File: src/common/ras_macros.svh
`ifndef RAS_MACROS_SVH
`define RAS_MACROS_SVH

// width of a program counter and of every stored return address
`define RAS_XLEN 32

// number of stack entries, which must be a power of two so the pointer wraps for free
`define RAS_DEPTH 16

// pointer width follows from the depth
`define RAS_PTR_W $clog2(`RAS_DEPTH)

`endif

File: src/common/ras_pkg.sv
package ras_pkg;

	// decode tells us which flavour of jump it resolved
	typedef enum logic {
		JUMP_JAL  = 1'b0,
		JUMP_JALR = 1'b1
	} jump_kind_e;

	// one command per cycle goes from the hint decoder to the stack
	// pop_push means pop first and then push into the slot just freed
	typedef enum logic [2:0] {
		RAS_NONE       = 3'd0,
		RAS_PUSH       = 3'd1,
		RAS_POP        = 3'd2,
		RAS_POP_PUSH   = 3'd3,
		RAS_CHECKPOINT = 3'd4,
		RAS_RESTORE    = 3'd5
	} ras_op_e;

endpackage

File: src/common/ras_update_if.sv
`include "ras_macros.svh"

interface ras_update_if import ras_pkg::*; ();

	// the command for this cycle, acted on at the next rising edge
	ras_op_e op;

	// return address that goes with a push or a pop_push
	// it is only looked at when op asks for a write
	logic [`RAS_XLEN-1:0] push_addr;

	// the decoder produces the command
	modport decoder (
		output op,
		output push_addr
	);

	// the stack consumes it with no handshake
	// there is no back-pressure so every command is taken
	modport stack (
		input op,
		input push_addr
	);

endinterface

File: src/source/ras_hint_decode.sv
`include "ras_macros.svh"

// turns the resolved jump and branch speculation strobes into a single stack command
// the register hint rules of the unprivileged ISA decide what a jump does:
//   JAL pushes only when rd is a link register
//   JALR rd not link, rs1 not link does nothing
//   JALR rd not link, rs1 link pops
//   JALR rd link, rs1 not link pushes
//   JALR both link and different pops then pushes
//   JALR both link and equal only pushes
module ras_hint_decode import ras_pkg::*; (
	input logic                 jump,
	input logic                 jalr,
	input logic [4:0]           rs1_index,
	input logic [4:0]           rd_index,
	input logic [`RAS_XLEN-1:0] jump_pc,
	input logic                 branch_checkpoint,
	input logic                 branch_restore,
	ras_update_if.decoder       upd
);

	// x1 (ra) and x5 (t0) are the two link registers
	logic rd_link;
	logic rs1_link;

	// the command that the jump alone would ask for
	ras_op_e jump_op;

	assign rd_link  = (rd_index == 5'd1) || (rd_index == 5'd5);
	assign rs1_link = (rs1_index == 5'd1) || (rs1_index == 5'd5);

	always_comb begin
		jump_op = RAS_NONE;
		if (jump) begin
			if (jalr != JUMP_JALR) begin
				// a JAL can only call, it never returns through the stack
				if (rd_link) begin
					jump_op = RAS_PUSH;
				end
			end else begin
				case ({rd_link, rs1_link})
					2'b01: jump_op = RAS_POP;
					2'b10: jump_op = RAS_PUSH;
					2'b11: begin
						// a coroutine swap when the two links differ
						// the same link on both sides is treated as a call
						if (rd_index != rs1_index) begin
							jump_op = RAS_POP_PUSH;
						end else begin
							jump_op = RAS_PUSH;
						end
					end
					default: jump_op = RAS_NONE;
				endcase
			end
		end
	end

	// restore beats checkpoint, and both beat whatever the jump wanted
	always_comb begin
		if (branch_restore) begin
			upd.op = RAS_RESTORE;
		end else if (branch_checkpoint) begin
			upd.op = RAS_CHECKPOINT;
		end else begin
			upd.op = jump_op;
		end
	end

	// the return address is the instruction after the jump
	// compressed jumps are not handled here
	assign upd.push_addr = jump_pc + `RAS_XLEN'(4);

endmodule

File: src/ras/return_address_stack.sv
`include "ras_macros.svh"

// circular return address stack
// the pointer always names the next free slot, so the top entry sits one below it
// an overflow wraps around and quietly overwrites the oldest entry
module return_address_stack import ras_pkg::*; (
	input  logic                 clk,
	input  logic                 rst,
	ras_update_if.stack          upd,
	output logic [`RAS_XLEN-1:0] predicted_target,
	output logic                 predicted_valid
);

	// storage for the return addresses
	logic [`RAS_XLEN-1:0] entry_q [`RAS_DEPTH];

	// one valid bit per slot, cleared by a pop so that a later pop of the same slot
	// comes back invalid
	logic [`RAS_DEPTH-1:0] valid_q;

	// stack pointer and its single speculation checkpoint
	logic [`RAS_PTR_W-1:0] sp_q;
	logic [`RAS_PTR_W-1:0] sp_d;
	logic [`RAS_PTR_W-1:0] ckpt_q;

	// index of the current top entry
	logic [`RAS_PTR_W-1:0] top_idx;

	// decoded command for this cycle
	logic                  do_pop;
	logic                  do_write;
	logic [`RAS_PTR_W-1:0] write_idx;

	// wraps naturally because the depth is a power of two
	assign top_idx = sp_q - `RAS_PTR_W'(1);

	always_comb begin
		do_pop    = 1'b0;
		do_write  = 1'b0;
		write_idx = sp_q;
		sp_d      = sp_q;
		case (upd.op)
			RAS_PUSH: begin
				do_write = 1'b1;
				sp_d     = sp_q + `RAS_PTR_W'(1);
			end
			RAS_POP: begin
				do_pop = 1'b1;
				sp_d   = top_idx;
			end
			RAS_POP_PUSH: begin
				// the pop frees the top slot and the push refills it at once
				// so the pointer stays put
				do_pop    = 1'b1;
				do_write  = 1'b1;
				write_idx = top_idx;
			end
			RAS_RESTORE: begin
				sp_d = ckpt_q;
			end
			default: begin
				sp_d = sp_q;
			end
		endcase
	end

	// control state and the prediction register
	always_ff @(posedge clk) begin
		if (rst) begin
			sp_q             <= '0;
			ckpt_q           <= '0;
			valid_q          <= '0;
			predicted_valid  <= 1'b0;
			predicted_target <= '0;
		end else begin
			sp_q <= sp_d;

			// only the pointer is saved, entries overwritten under speculation stay lost
			if (upd.op == RAS_CHECKPOINT) begin
				ckpt_q <= sp_q;
			end

			// the popped entry shows up for exactly one cycle
			// an empty slot yields an invalid prediction with a zero target
			predicted_valid <= do_pop && valid_q[top_idx];
			if (do_pop && valid_q[top_idx]) begin
				predicted_target <= entry_q[top_idx];
			end else begin
				predicted_target <= '0;
			end

			if (do_pop) begin
				valid_q[top_idx] <= 1'b0;
			end
			// placed after the clear so that a pop_push leaves its slot valid
			if (do_write) begin
				valid_q[write_idx] <= 1'b1;
			end
		end
	end

	// a push or a pop_push writes its return address into the chosen slot
	always_ff @(posedge clk) begin
		if (do_write) begin
			entry_q[write_idx] <= upd.push_addr;
		end
	end

endmodule

File: src/source/ras_predictor_top.sv
`include "ras_macros.svh"

// return address prediction for the fetch stage
// decode feeds resolved jumps and branch speculation strobes in, and the
// predicted return target comes out one cycle after a popping jump
module ras_predictor_top import ras_pkg::*; (
	input  logic                 clk,
	input  logic                 rst,
	input  logic                 jump,
	input  logic                 jalr,
	input  logic [4:0]           rs1_index,
	input  logic [4:0]           rd_index,
	input  logic [`RAS_XLEN-1:0] jump_pc,
	input  logic                 branch_checkpoint,
	input  logic                 branch_restore,
	output logic [`RAS_XLEN-1:0] predicted_target,
	output logic                 predicted_valid
);

	// jalr from decode read as the kind of jump
	jump_kind_e jump_kind;

	assign jump_kind = jump_kind_e'(jalr);

	// one command per cycle from the decoder into the stack
	ras_update_if upd ();

	ras_hint_decode u_decode (
		.jump              (jump),
		.jalr              (jump_kind),
		.rs1_index         (rs1_index),
		.rd_index          (rd_index),
		.jump_pc           (jump_pc),
		.branch_checkpoint (branch_checkpoint),
		.branch_restore    (branch_restore),
		.upd               (upd.decoder)
	);

	return_address_stack u_stack (
		.clk              (clk),
		.rst              (rst),
		.upd              (upd.stack),
		.predicted_target (predicted_target),
		.predicted_valid  (predicted_valid)
	);

endmodule

File: config.mk
export PLATFORM = sky130hd
export DESIGN_NAME = ras_predictor_top
export DESIGN_NICKNAME = d
export VERILOG_FILES = /design/src/common/ras_pkg.sv /design/src/common/ras_update_if.sv /design/src/source/ras_hint_decode.sv /design/src/ras/return_address_stack.sv /design/src/source/ras_predictor_top.sv
export VERILOG_INCLUDE_DIRS = /design/src /design/src/common
export SDC_FILE = /design/constraint.sdc
export NUM_CORES = 1
export LEC_CHECK = 0
export ABC_AREA = 1
export BUFFER_PORTS_ARGS = -buffer_cell sky130_fd_sc_hd__buf_2
export CORE_ASPECT_RATIO = 1.2
export CORE_MARGIN = 4
export CORE_UTILIZATION = 50
export DETAILED_ROUTE_END_ITERATION = 8
export PLACE_DENSITY = 0.66
export SETUP_SLACK_MARGIN = 0.1
export SLEW_MARGIN = 10
export SYNTH_ARGS = -nofsm -noshare
export SYNTH_HDL_FRONTEND = slang
export SYNTH_HIERARCHICAL = 1
export SYNTH_SLANG_ARGS = --single-unit
File: constraint.sdc
create_clock -name clk -period 3.85 [get_ports clk]
set_input_delay 0 -clock clk [delete_from_list [all_inputs] [get_ports clk]]
set_output_delay 0 -clock clk [all_outputs]
set_load 0.03 [all_outputs]
# Yosys cells after proc, flatten, opt, wreduce, memory -nomap -nowiden
# Memory sizes are Yosys's and may differ from the RTL's. A register that Yosys moved wholly into a read port is not among the register bits.
# Cells that the tools add are included.
# Widths: inputs -> output; s select.
[totals] register_bits=25 mem_bits_rw=512 inputBits=48 out_inout_bits=33 memories=1
[memory_table] name="u_stack.entry_q" depth=16 width=32 rd=1 rd_ports_with_merged_regs=1 write_ports=1 line="return_address_stack.sv:15" source="logic [`RAS_XLEN-1:0] entry_q [`RAS_DEPTH];"
[op_classes] n_addsub=3 order_cmp=4 eq_ne=13 muxes=22 bitwise_logic=4 n_reduce_logical=9
[op_table] cell="$mux 16" n=3
[op_table] cell="$add 32x3->32 const B" n=1
[op_table] cell="$and 16x16->16" n=1
[op_table] cell="$not 16->16" n=1
[op_table] cell="$or 16x16->16" n=1
[op_table] cell="$mux 3" n=4
[op_table] cell="$pmux 4 s3" n=1
[op_table] cell="$eq 5x1->1 const B" n=2
[op_table] cell="$eq 5x3->1 const B" n=2
[op_table] cell="$lt 4x5->1 const B" n=2
[op_table] cell="$pmux 3 s3" n=1
[op_table] cell="$demux 1 s4" n=2
[op_table] cell="$ge 4x1->1 const B" n=2
[op_table] cell="$mux 1" n=8
[op_table] cell="$eq 3x2->1 const B" n=2
[op_table] cell="$eq 3x3->1 const B" n=2
[op_table] cell="$reduce_or 2->1" n=3
[op_table] cell="$ne 5x5->1" n=1
[op_table] cell="$add 4x1->4 const B" n=1
[op_table] cell="$bmux 1 s4" n=1
[op_table] cell="$eq 2x2->1 const B" n=2
[op_table] cell="$mux 4" n=1
[op_table] cell="$sub 4x1->4 const B" n=1
[op_table] cell="$eq 3x1->1 const B" n=1
[op_table] cell="other kinds (6)" n=9

# Longest topological paths before layout
# Gate-level depths: netlist of the first run.
[depth] word_depth=16 depth_mapped=15

# By module
# Netlist of the first run, hierarchy kept.
[by_module_without_submodules] mod="return_address_stack" instances=1 cells_per_inst=2369 area_each_um2=23996.8 seq_area_each_um2=16515.8
[by_module_without_submodules] mod="ras_hint_decode" instances=1 cells_per_inst=202 area_each_um2=1011.0 seq_area_each_um2=0.0

# Worst setup path before layout of the first run
# No wires, ideal clock.
[synth_timing] path_type="register to register" startpoint="register u_stack.sp_q[0]" endpoint="memory u_stack/entry_q[0][0] in the netlist's numbering, enable pin" setup_time_ns=0.422 arrival_ns=3.081 required_ns=3.428 path_slack_ns=0.346 stages_incl_launch_ff=13 synth_period_minus_slack_ns=3.504 cell_sequence="dfxtp_1 inv_2 buf_6 buf_2 buf_4 ha_1 inv_1 nand2_1 nand2_2 nand2_1 nand2_1 nand3_1 nor2_1"
[synth_via] elab_chain_cells=2
[synth_rtl] element="from (decl)" line="return_address_stack.sv:22" source="logic [`RAS_PTR_W-1:0] sp_q;"
[synth_rtl] element="from (signal assigned)" line="return_address_stack.sv:76" source="sp_q <= sp_d;"
[synth_rtl] element="$sub 4x1->4" line="return_address_stack.sv:35" source="assign top_idx = sp_q - `RAS_PTR_W'(1);"
[synth_rtl] element="$mux 4 (*)" line="return_address_stack.sv:42" source="case (upd.op)"
[synth_rtl] element="to (decl)" line="return_address_stack.sv:15"
# Every way passes the cells marked *; elsewhere a longest branch is shown, timed or not.

# Worst setup path after layout of the first run
[layout_timing] startpoint="register u_stack.sp_q[0]" endpoint="register u_stack.predicted_target[31], read port of u_stack.entry_q"
[layout_via] elab_chain_cells=6
[layout_rtl] element="$sub 4x1->4 (*)" line="return_address_stack.sv:35"
[layout_rtl] element="$bmux 1 s4" line="return_address_stack.sv:86" source="if (do_pop && valid_q[top_idx]) begin"
[layout_rtl] element="$mux 1 (not written as such)" line="return_address_stack.sv:86"
[layout_rtl] element="$logic_and 1x1->1" line="return_address_stack.sv:86"
[layout_rtl] element="$not 1->1 (no source line)"
[layout_rtl] element="$reduce_or 2->1 (no source line)"
[layout_rtl] element="to (decl)" line="return_address_stack.sv:10" source="output logic [`RAS_XLEN-1:0] predicted_target,"
# Every way passes the cells marked *; elsewhere a longest branch is shown, timed or not. The select of a mux whose other input is x is not followed.
# A chain may end at the register's enable or synchronous reset.

==> metrics.yaml, run 1 <==
timing:
  clock_skew_ns: 0.0214
  holdWs_ns: -0.0109
  layout_min_cycle_time_ns: 3.11
  fmax_ghz: 0.321
  slew_headroom_pct: 16.7
  setup_viol: 0
  timing.final.crit_share_pct: 80.8
  finalSetupTns_ns: 0
  hold_violations: 3
  worst_pin_slew_ns: 1.24
  drv_slew: 0
  rsz0062_at_grt: "no"
hold_path:
  hold-path-cell-count: 2
  hold_path_class: "input port to flip-flop"
worst_setup_path:
  critPathRequiredTime_ns: 4.35
  cp.arrival_ns: 3.61
  critPathCaptureType: "flip-flop"
  r2r_cells: 9
  cp_max_fo: 84
  worst_setup_path_start_kind: "flip-flop"
  crit_type: "flip-flop to flip-flop"
clock_network:
  root_buffer: "clkbuf_16"
  cts_buffers: 55
  cts_tree: "done"
  path_clk_slew_ns: 0.06
  post-cts-setup-buffers: 0
  post_cts_resized: 0
  htreeDepth: 2
  hold_buffers: 10
  numClockSinks: 569
  clockBufferDepth: 3
  insertion_delay_ns: 0.61
global_routing:
  grt_pass1_wl_mm: 98.1
  grt_antenna_before_repair: 3
  grt_max_degree: 210
  grt_use_total_pct: 23.9
  grt-ovfl-total: 0
  grt_pass1_vias: 17200
routing:
  viasPerCell: 5.37
  drc: 0
  drtAntennaViolNets: 0
  drt-total-wl_mm: 64.8
  wl_per_cell_microns: 19.4
  via_count: 17900
  drtIter0Drc: 1917
  dr.pass1.iters: 6
place:
  portBuffers: 80
  place_hpwl_mm: 35.9
  place_inst: 3216
  place_congestion: 0.833
die:
  start_util_pct: 50.7
  core_sq_um: 49300
  die_y_microns: 253
  die_width_microns: 212
  num_io_pins: 81
  die_area_sq_um: 53700
  rows: 89
power:
  p_comb_share_pct: 13.0
  ir_drop_mv: 0.322
  p_seq_share_pct: 48.6
  power_switching_mw: 3.60
  p_clk_share_pct: 38.5
  leakage_nw: 12.0
  switching_share_pct: 25.7
  internal_power_mw: 10.4
  powerDensity_nw_per_um2: 498
synth:
  synth_area_leader_cell: "edfxtp_1"
  syn_avg_cell_area_sq_um: 9.73
  synth.top_cell.area_share_pct: 61.5
  syn-num-nets: 2624
  synth_cell_types: 34
  yosysSeqAreaShare_pct: 66.0
  synthCells: 2571
  ys_warn_count: 6
  synth.area.top_cells: "edfxtp_1 61%, nand2_1 15%, nand3_1 5.5%"
  synth_area_sq_um: 25000
  synth-seq-cells: 569
cells_and_area:
  fillers: 4097
  drive_gt1_share_pct: 9.80
  final_cell_mix: "1023 x nand2_1, 512 x edfxtp_1, 274 x nand3_1"
  seq_area_sq_um: 16500
  num_antenna_cells: 0
  multi_input_area_sq_um: 7010
  fin_util_pct: 57.0
  fin_cells: 3331
  final_common_cell: "nand2_1"
  nNetsFinal: 2700
  area_delta_synth_final_pct: 12.4
run_status:
  violations: "negative hold slack"
  outcome: "finished, violations left"
flow_run:
  cap_violations: 0
cell families after synthesis:
group | Yosys count | share of synthesized area (%)
AO/OA/AOI/OAI | 101 | 2.06
XOR/XNOR | 18 | 0.660
adder cells (fa/ha/maj) | 5 | 0.250
buffers and inverters | 374 | 6.38
flip-flops | 569 | 66.0
AND/OR/NAND/NOR | 1504 | 24.6
cells in the mapped netlist (all sizes together):
| master | n |
|---|---|
| nand4 | 1 |
| nor2 | 186 |
| xor2 | 10 |
| inv | 249 |
| nand3b | 6 |
| xnor2 | 8 |
| nor4b | 1 |
| o21bai | 1 |
| nand3 | 277 |
| dfxtp | 57 |
| o21ai | 84 |
| o2111ai | 1 |
| a21oi | 13 |
| a22oi | 1 |
| clkbuf | 23 |
| nand2 | 1031 |
| nor3 | 1 |
| a31oi | 1 |
| nor3b | 1 |
| edfxtp | 512 |
| buf | 102 |
| ha | 5 |
layout make-up:
| type | instances | area share (%) |
|---|---|---|
| flip-flops and latches | 569 | 58.8 |
| inverters | 249 | 3.36 |
| clock buffers | 81 | 5.53 |
| repair buffers | 144 | 3.63 |
| multi-input cells | 1628 | 24.9 |
| well taps | 637 | 2.84 |
| clock inverters | 23 | 0.899 |
final timing paths:
kind	from	end	slack, ns
setup reg to reg	u_stack/sp_q[0]$_SDFFE_PP0P_	u_stack/predicted_target[31]$_SDFF_PP0_	0.74
setup / recovery	u_stack/sp_q[0]$_SDFFE_PP0P_	u_stack/predicted_target[31]$_SDFF_PP0_	0.74
hold reg to reg	u_stack/valid_q[7]$_SDFF_PP0_	u_stack/valid_q[7]$_SDFF_PP0_	0.48
hold / removal	jump_pc[8]	u_stack/entry_q[5][8]$_DFFE_PP_	-0.01
stage by stage:
step                power, mW  instance area [sq um]  hold WS (ns)  setup WS, ns
detailed placement       8.71                  26200         0.401         0.802
global route             14.5                  28100       0.00898         0.569
CTS                      14.0                  28100        0.0133         0.747
global placement         8.69                  26200         0.392         0.823
floorplan                8.20                  25000         0.259         0.346
finish                   14.0                  28100       -0.0109         0.739
power by group through the flow:
stage               Combinational (mW)  Sequential (mW)  Clock (mW)
global route                      2.01             6.80        5.72
CTS                               1.80             6.80        5.46
detailed placement                1.78             6.93           0
finish                            1.82             6.80        5.38
floorplan                         1.28             6.92           0
global placement                  1.77             6.93           0
metal layers:
metal | part of all wire (%) | track usage [%]
met4 | 2.9 | 7.43
met5 | 0 | 0
met2 | 48 | 39.9
met3 | 8.5 | 3.79
met1 | 40 | 32.3
registers in the layout (all words and copies together) (netlist names):
signal                    flops
u_stack/valid_q              16
u_stack/entry_q             512
u_stack/ckpt_q                4
u_stack/sp_q                  4
u_stack/predicted_valid       1
u_stack/predicted_target     32
critical path, cell delays in order, from the launching register on:
cell     delay [ns]
dfxtp_4        0.37
inv_8          0.30
buf_4          0.81
nand2_1        0.11
nand3_1        0.10
nand2_1        0.05
nand3_1        0.09
nand3_2        0.49
buf_12         0.38
nor2_1         0.26
No activity file was read; power rests on OpenSTA's default activity.
==> run 2: changes to the inputs <==
- ABC_AREA: 1 -> 0
- PLACE_DENSITY: 0.66 -> 0.69
- clock period: 3.85 -> 2.6 ns (I/O delays scaled with it)
==> metrics.yaml, run 2 <==
synth:
  synth_most_common_cell: "edfxtp_1"
  synth.top_cell.area_share_pct: 69.3
  synthCells: 1122
  synth_common_cells: "512 x edfxtp_1, 132 x mux4_2, 65 x a22oi_1"
  syn_avg_cell_area_sq_um: 19.8
  yosysSeqAreaShare_pct: 74.5
  synth_edf_count: 512
  synth-seq-cells: 569
  synth_area_sq_um: 22200
  synth.area.top_cells: "edfxtp_1 69%, mux4_2 13%, dfxtp_1 5.1%"
  ys_warn_count: 6
  syn-num-nets: 1175
  async_flop_share_pct: 0
  synth_cell_types: 59
  synth_area_leader_cell: "edfxtp_1"
  synth_top_flop_cell: "edfxtp_1"
routing:
  dr.pass1.iters: 5
  drtAntennaViolNets: 0
  drt-total-wl_mm: 49.0
  wl_per_cell_microns: 26.0
  drc: 0
  via_count: 11300
  viasPerCell: 6.00
  drtIter0Drc: 923
hold_path:
  worstHoldStart: "jump_pc[23]"
  hold-path-cell-count: 2
  min_to: "u_stack/entry_q[5][23]$_DFFE_PP_"
  hold_path_class: "input port to flip-flop"
global_routing:
  grt-ovfl-total: 0
  grt_antenna_before_repair: 0
  grt_max_degree: 55
  grt_use_total_pct: 20.3
  grt_pass1_wl_mm: 73.6
  grt_pass1_vias: 11800
power:
  ir_drop_mv: 0.559
  powerDensity_nw_per_um2: 732
  leakage_nw: 8.31
clock_network:
  cts_tree: "done"
  post-cts-setup-buffers: 0
  htreeDepth: 2
  root_buffer: "clkbuf_16"
  clockBufferDepth: 3
  numClockSinks: 569
  cts_buffers: 53
  path_clk_slew_ns: 0.06
  insertion_delay_ns: 0.58
cells_and_area:
  num_antenna_cells: 0
  regMostFlops: "u_stack/entry_q"
  stdcell_area_sq_um: 26100
  reg_top3: "u_stack/entry_q (512), u_stack/predicted_target (32), u_stack/valid_q (16)"
  final_common_cell: "edfxtp_1"
  fillers: 3100
  largest_reg_flops: 512
  area_delta_synth_final_pct: 17.6
  nNetsFinal: 1331
  final_cell_mix: "512 x edfxtp_1, 132 x mux4_2, 80 x buf_2"
  drive_gt1_share_pct: 35.1
worst_setup_path:
  cp_max_fo: 32
  crit_type: "flip-flop to flip-flop"
  critPathCaptureType: "flip-flop"
  r2r_setup_slack_ns: 0.18
  worst_setup_path_start_kind: "flip-flop"
  r2r_cells: 8
  r2r-end: "u_stack/entry_q[1][27]$_DFFE_PP_"
  cp.arrival_ns: 2.67
  critPathRequiredTime_ns: 2.86
  r2r-start: "u_stack/sp_q[2]$_SDFFE_PP0P_"
place:
  pre_cts_ws_ns: 0.0607
  portBuffers: 80
  place_hpwl_mm: 28.3
  place_congestion: 0.860
  place_area_sq_um: 24000
die:
  die_y_microns: 239
  die_area_sq_um: 47800
  core_sq_um: 43800
  die_width_microns: 200
  rows: 84
  num_io_pins: 81
  start_util_pct: 50.6
timing:
  rsz0062_at_grt: "no"
  slew_headroom_pct: 14.2
  layout_min_cycle_time_ns: 2.42
  drv_slew: 0
  holdWs_ns: -0.0135
  timing.final.crit_share_pct: 92.9
  setup_viol: 0
  final.setup.worst_slack_ns: 0.183
  clock_skew_ns: 0.0107
  worst_pin_slew_ns: 1.28
  fmax_ghz: 0.414
  hold_violations: 31
run_status:
  outcome: "finished, violations left"
  violations: "negative hold slack"
flow_run:
  cap_violations: 0
[run 2: cell count changes after synthesis, moves of 34 or more]
| cell | previous run | this run |
|---|---|---|
| a22oi_1 | 1 | 65 |
| buf_2 | 70 | 22 |
| inv_1 | 244 | 23 |
| mux4_2 | 0 | 132 |
| nand2_1 | 1023 | 37 |
| nand3_1 | 274 | 17 |
| nor2_1 | 173 | 24 |
| o21ai_1 | 34 | 0 |
[run 2: repair_timing]
| action | 4_1_cts | 5_1_grt |
|---|---|---|
| endpoints found under the hold margin | 243 | 0 |
| gates resized for setup | 0 | 7 |
| hold buffers | 16 | 0 |
| endpoints found under the setup margin | 0 | 358 |
[run 2: kinds of logic (layout without fill, tap and decap cells)]
| kind of cell | Yosys count | in the layout | synth area share [%] |
|---|---|---|---|
| compound gates | 170 | 170 | 5.51 |
| xor+xnor | 29 | 29 | 1.15 |
| fa+ha+maj | 5 | 5 | 0.282 |
| buf+inv | 86 | 287 | 1.80 |
| flops | 569 | 569 | 74.5 |
| mux | 137 | 137 | 13.6 |
| simple gates | 126 | 126 | 3.14 |
[run 2: cell type report]
cell class	count	area (sq um)	share of cell area, %
clock buffers	69	1450	5.56
multi-input cells	467	5460	20.9
repair buffers	161	1490	5.73
inverters	26	163	0.624
clock inverters	31	282	1.08
well taps	559	699	2.68
flip-flops and latches	569	16500	63.4
[run 2: through the flow]
step	hold slack [ns]	power (mW)	instances	TNS [ns]	utilization (%)
after floorplan	0.259	11.2	1122	-18.75	-
after CTS	0.00937	19.2	1878	0	59.1
after detailed placement	0.397	11.6	1762	0	54.7
after global routing	0.00850	19.8	1882	0	59.5
final	-0.0135	19.1	1882	0	59.5
after global placement	0.379	11.6	1762	0	54.7
[run 2: worst max-delay path, stage by stage, from the launching register on]
cell and delay, ns:
dfxtp_1 0.40, buf_4 0.21, or4b_1 0.56, nor2_2 0.21, o21ai_2 0.11, o31ai_4 0.10
nand2_2 0.14, clkinvlp_4 0.10, buf_12 0.24
[run 2: how the worst max path moves through the flow]
stage | cells after the start | from | to
3_3_place_gp | 7 | u_stack/sp_q[3]$_SDFFE_PP0P_ | u_stack/entry_q[0][25]$_DFFE_PP_
6_report | 8 | u_stack/sp_q[2]$_SDFFE_PP0P_ | u_stack/entry_q[1][27]$_DFFE_PP_
4_1_cts | 7 | jump_pc[5] | u_stack/entry_q[14][31]$_DFFE_PP_
5_1_grt | 8 | u_stack/sp_q[2]$_SDFFE_PP0P_ | u_stack/entry_q[3][27]$_DFFE_PP_
3_5_place_dp | 6 | jump_pc[5] | u_stack/entry_q[6][31]$_DFFE_PP_
2_1_floorplan | 12 | u_stack/sp_q[0]$_SDFFE_PP0P_ | u_stack/entry_q[15][0]$_DFFE_PP_
[run 2: power breakdown]
group	total [mW]	switching (mW)	internal [mW]	leakage [nW]
combinational	1.43	0.827	0.601	2.39
clock	7.63	3.21	4.42	0.851
sequential	10.0	0.0150	10.0	5.07
[run 2: layer usage]
metal  track usage, %  part of all wire [%]  vias up
li1                 -                     -     4919
met1             26.8                    39     5941
met2             35.5                    52      357
met3             3.55                   6.2       73
met4             5.63                   2.5        0
met5                0                     0        -
==> run 3: changes to the inputs <==
- CORE_UTILIZATION: 50 -> 55
- PLACE_DENSITY: 0.69 -> 0.75
==> metrics.yaml, run 3 (same netlist as run 2, synthesis figures left out) <==
run_status:
  outcome: "finished, final reports clean"
global_routing:
  busiest_layer: "met2"
  grt-ovfl-total: 0
  grtUsageMet3_pct: 3.30
  met2_usage_pct: 38.4
  grt_antenna_before_repair: 0
  grt_pass1_vias: 12000
  grt_pass1_wl_mm: 75.0
  met1_usage_pct: 31.5
  grt_max_degree: 82
  grt_use_total_pct: 22.9
clock_network:
  cts_buffers: 52
  clockBufferDepth: 3
  htreeDepth: 2
  numClockSinks: 569
  cts_tree: "done"
  path_clk_slew_ns: 0.06
  insertion_delay_ns: 0.59
  root_buffer: "clkbuf_16"
cells_and_area:
  largest_reg_flops: 512
  fin_cells: 1858
  final_cell_mix: "512 x edfxtp_1, 132 x mux4_2, 80 x buf_2"
  final_common_cell: "edfxtp_1"
  area_delta_synth_final_pct: 17.4
  drive_gt1_share_pct: 34.9
  nNetsFinal: 1335
  fillers: 2613
  num_antenna_cells: 0
  stdcell_area_sq_um: 26000
  seq_area_sq_um: 16500
  reg_top3: "u_stack/entry_q (512), u_stack/predicted_target (32), u_stack/valid_q (16)"
  multi_input_area_sq_um: 5430
  regMostFlops: "u_stack/entry_q"
power:
  p_seq_share_pct: 51.3
  p_comb_share_pct: 7.3
  ir_drop_mv: 0.544
  total_power_mw: 19.6
  power_switching_mw: 4.08
  switching_share_pct: 20.9
  p_clk_share_pct: 41.5
  powerDensity_nw_per_um2: 751
  leakage_nw: 8.32
  internal_power_mw: 15.5
timing:
  hold_violations: 0
  drv_slew: 0
  layout_min_cycle_time_ns: 2.49
  clock_skew_ns: 0.0195
  finalSetupTns_ns: 0
  timing.final.crit_share_pct: 95.8
  fmax_ghz: 0.402
  rsz0062_at_grt: "no"
  holdWs_ns: 0.00839
  slew_headroom_pct: 15.2
  setup_viol: 0
  worst_pin_slew_ns: 1.26
die:
  die_area_sq_um: 43600
  die_y_microns: 228
  num_io_pins: 81
  rows: 80
  start_util_pct: 55.7
  die_width_microns: 191
  core_sq_um: 39800
hold_path:
  hold_path_class: "input port to flip-flop"
  hold-path-cell-count: 2
worst_setup_path:
  cp_max_fo: 33
  endpoint: "u_stack/predicted_target[12]$_SDFF_PP0_"
  cp.arrival_ns: 3.00
  critPathCaptureType: "flip-flop"
  worst_setup_path_start_kind: "flip-flop"
  r2r_cells: 7
  critPathRequiredTime_ns: 3.11
  r2r-end: "u_stack/predicted_target[12]$_SDFF_PP0_"
  critPathLaunch: "u_stack/sp_q[2]$_SDFFE_PP0P_"
  r2r_setup_slack_ns: 0.11
  crit_type: "flip-flop to flip-flop"
  r2r-start: "u_stack/sp_q[2]$_SDFFE_PP0P_"
place:
  portBuffers: 80
  place_hpwl_mm: 27.2
  place_area_sq_um: 23900
  place_congestion: 0.847
  place_inst: 1740
routing:
  drt-total-wl_mm: 49.1
  dr.pass1.iters: 5
  drtIter0Drc: 1025
  viasPerCell: 6.18
  drc: 0
  via_count: 11500
  drtAntennaViolNets: 0
  wl_per_cell_microns: 26.4
flow_run:
  cap_violations: 0
run 3: cell types whose count changed in the layout (fill, tap and decap cells not counted), moves of 2 or more:
cell | previous run | this run
buf_12 | 30 | 26
dlygate4sd3_1 | 16 | 18
clkbuf_16 | 59 | 53
clkinv_1 | 9 | 2
clkbuf_8 | 2 | 11
xnor2_2 | 10 | 5
clkinvlp_4 | 18 | 20
clkinv_2 | 13 | 6
a21o_2 | 2 | 0
xnor2_1 | 12 | 17
bufinv_16 | 5 | 8
a21o_1 | 3 | 5
buf_4 | 31 | 41
run 3: how the worst min path moves through the flow:
| stage | endpoint | slack, ns | startpoint |
|---|---|---|---|
| after detailed placement | u_stack/entry_q[6][0]$_DFFE_PP_ | 0.40 | jump_pc[0] |
| after global placement | u_stack/entry_q[5][1]$_DFFE_PP_ | 0.38 | jump_pc[1] |
| after CTS | u_stack/sp_q[3]$_SDFFE_PP0P_ | 0.02 | rd_index[4] |
| after global routing | u_stack/entry_q[7][31]$_DFFE_PP_ | 0.009 | jump_pc[31] |
| final | u_stack/entry_q[0][13]$_DFFE_PP_ | 0.008 | jump_pc[13] |
| after floorplan | u_stack/entry_q[0][0]$_DFFE_PP_ | 0.26 | jump_pc[0] |
run 3: power groups by stage:
stage,Sequential (mW),Clock (mW),Combinational (mW)
floorplan,10.2,0,0.945
global placement,10.2,0,1.34
detailed placement,10.2,0,1.36
CTS,10.0,8.22,1.40
global route,10.0,8.64,1.52
finish,10.0,8.11,1.43
run 3: metrics by stage:
stage | utilization [%] | setup slack [ns]
floorplan | - | -0.0973
global placement | 60.0 | 0.217
detailed placement | 60.0 | 0.115
CTS | 65.2 | 0.207
global route | 65.4 | 0.0402
finish | 65.4 | 0.110
run 3: repair_timing:
action,in CTS,in global routing
endpoints found under the hold margin,295,0
gates cloned,1,0
gates resized for setup,1,2
setup buffers,0,2
pin swaps,1,1
setup endpoints to repair,4,18
hold buffers,18,0
run 3: cell type report:
type                            count  share of cell area (%)
Timing Repair Buffer              165                    5.41
Tap cell                          533                    2.56
Clock buffer                       76                    5.85
Multi-Input combinational cell    468                    20.9
Sequential cell                   569                    63.4
Inverter                           26                   0.625
Clock inverter                     21                    1.26
run 3: layer usage:
layer	wire length [microns]	vias to the layer above
met2	25600	478
met5	0	-
met3	3070	77
li1	-	4922
met4	1430	0
met1	19000	6004
run 3: worst max-delay path, stage by stage, from the launching register on:
cell      delay, ns
dfxtp_1        0.53
nand2b_2       0.39
o21bai_2       0.11
a22oi_1        0.31
o22ai_1        0.16
or3_2          0.46
buf_12         0.19
a21oi_1        0.18
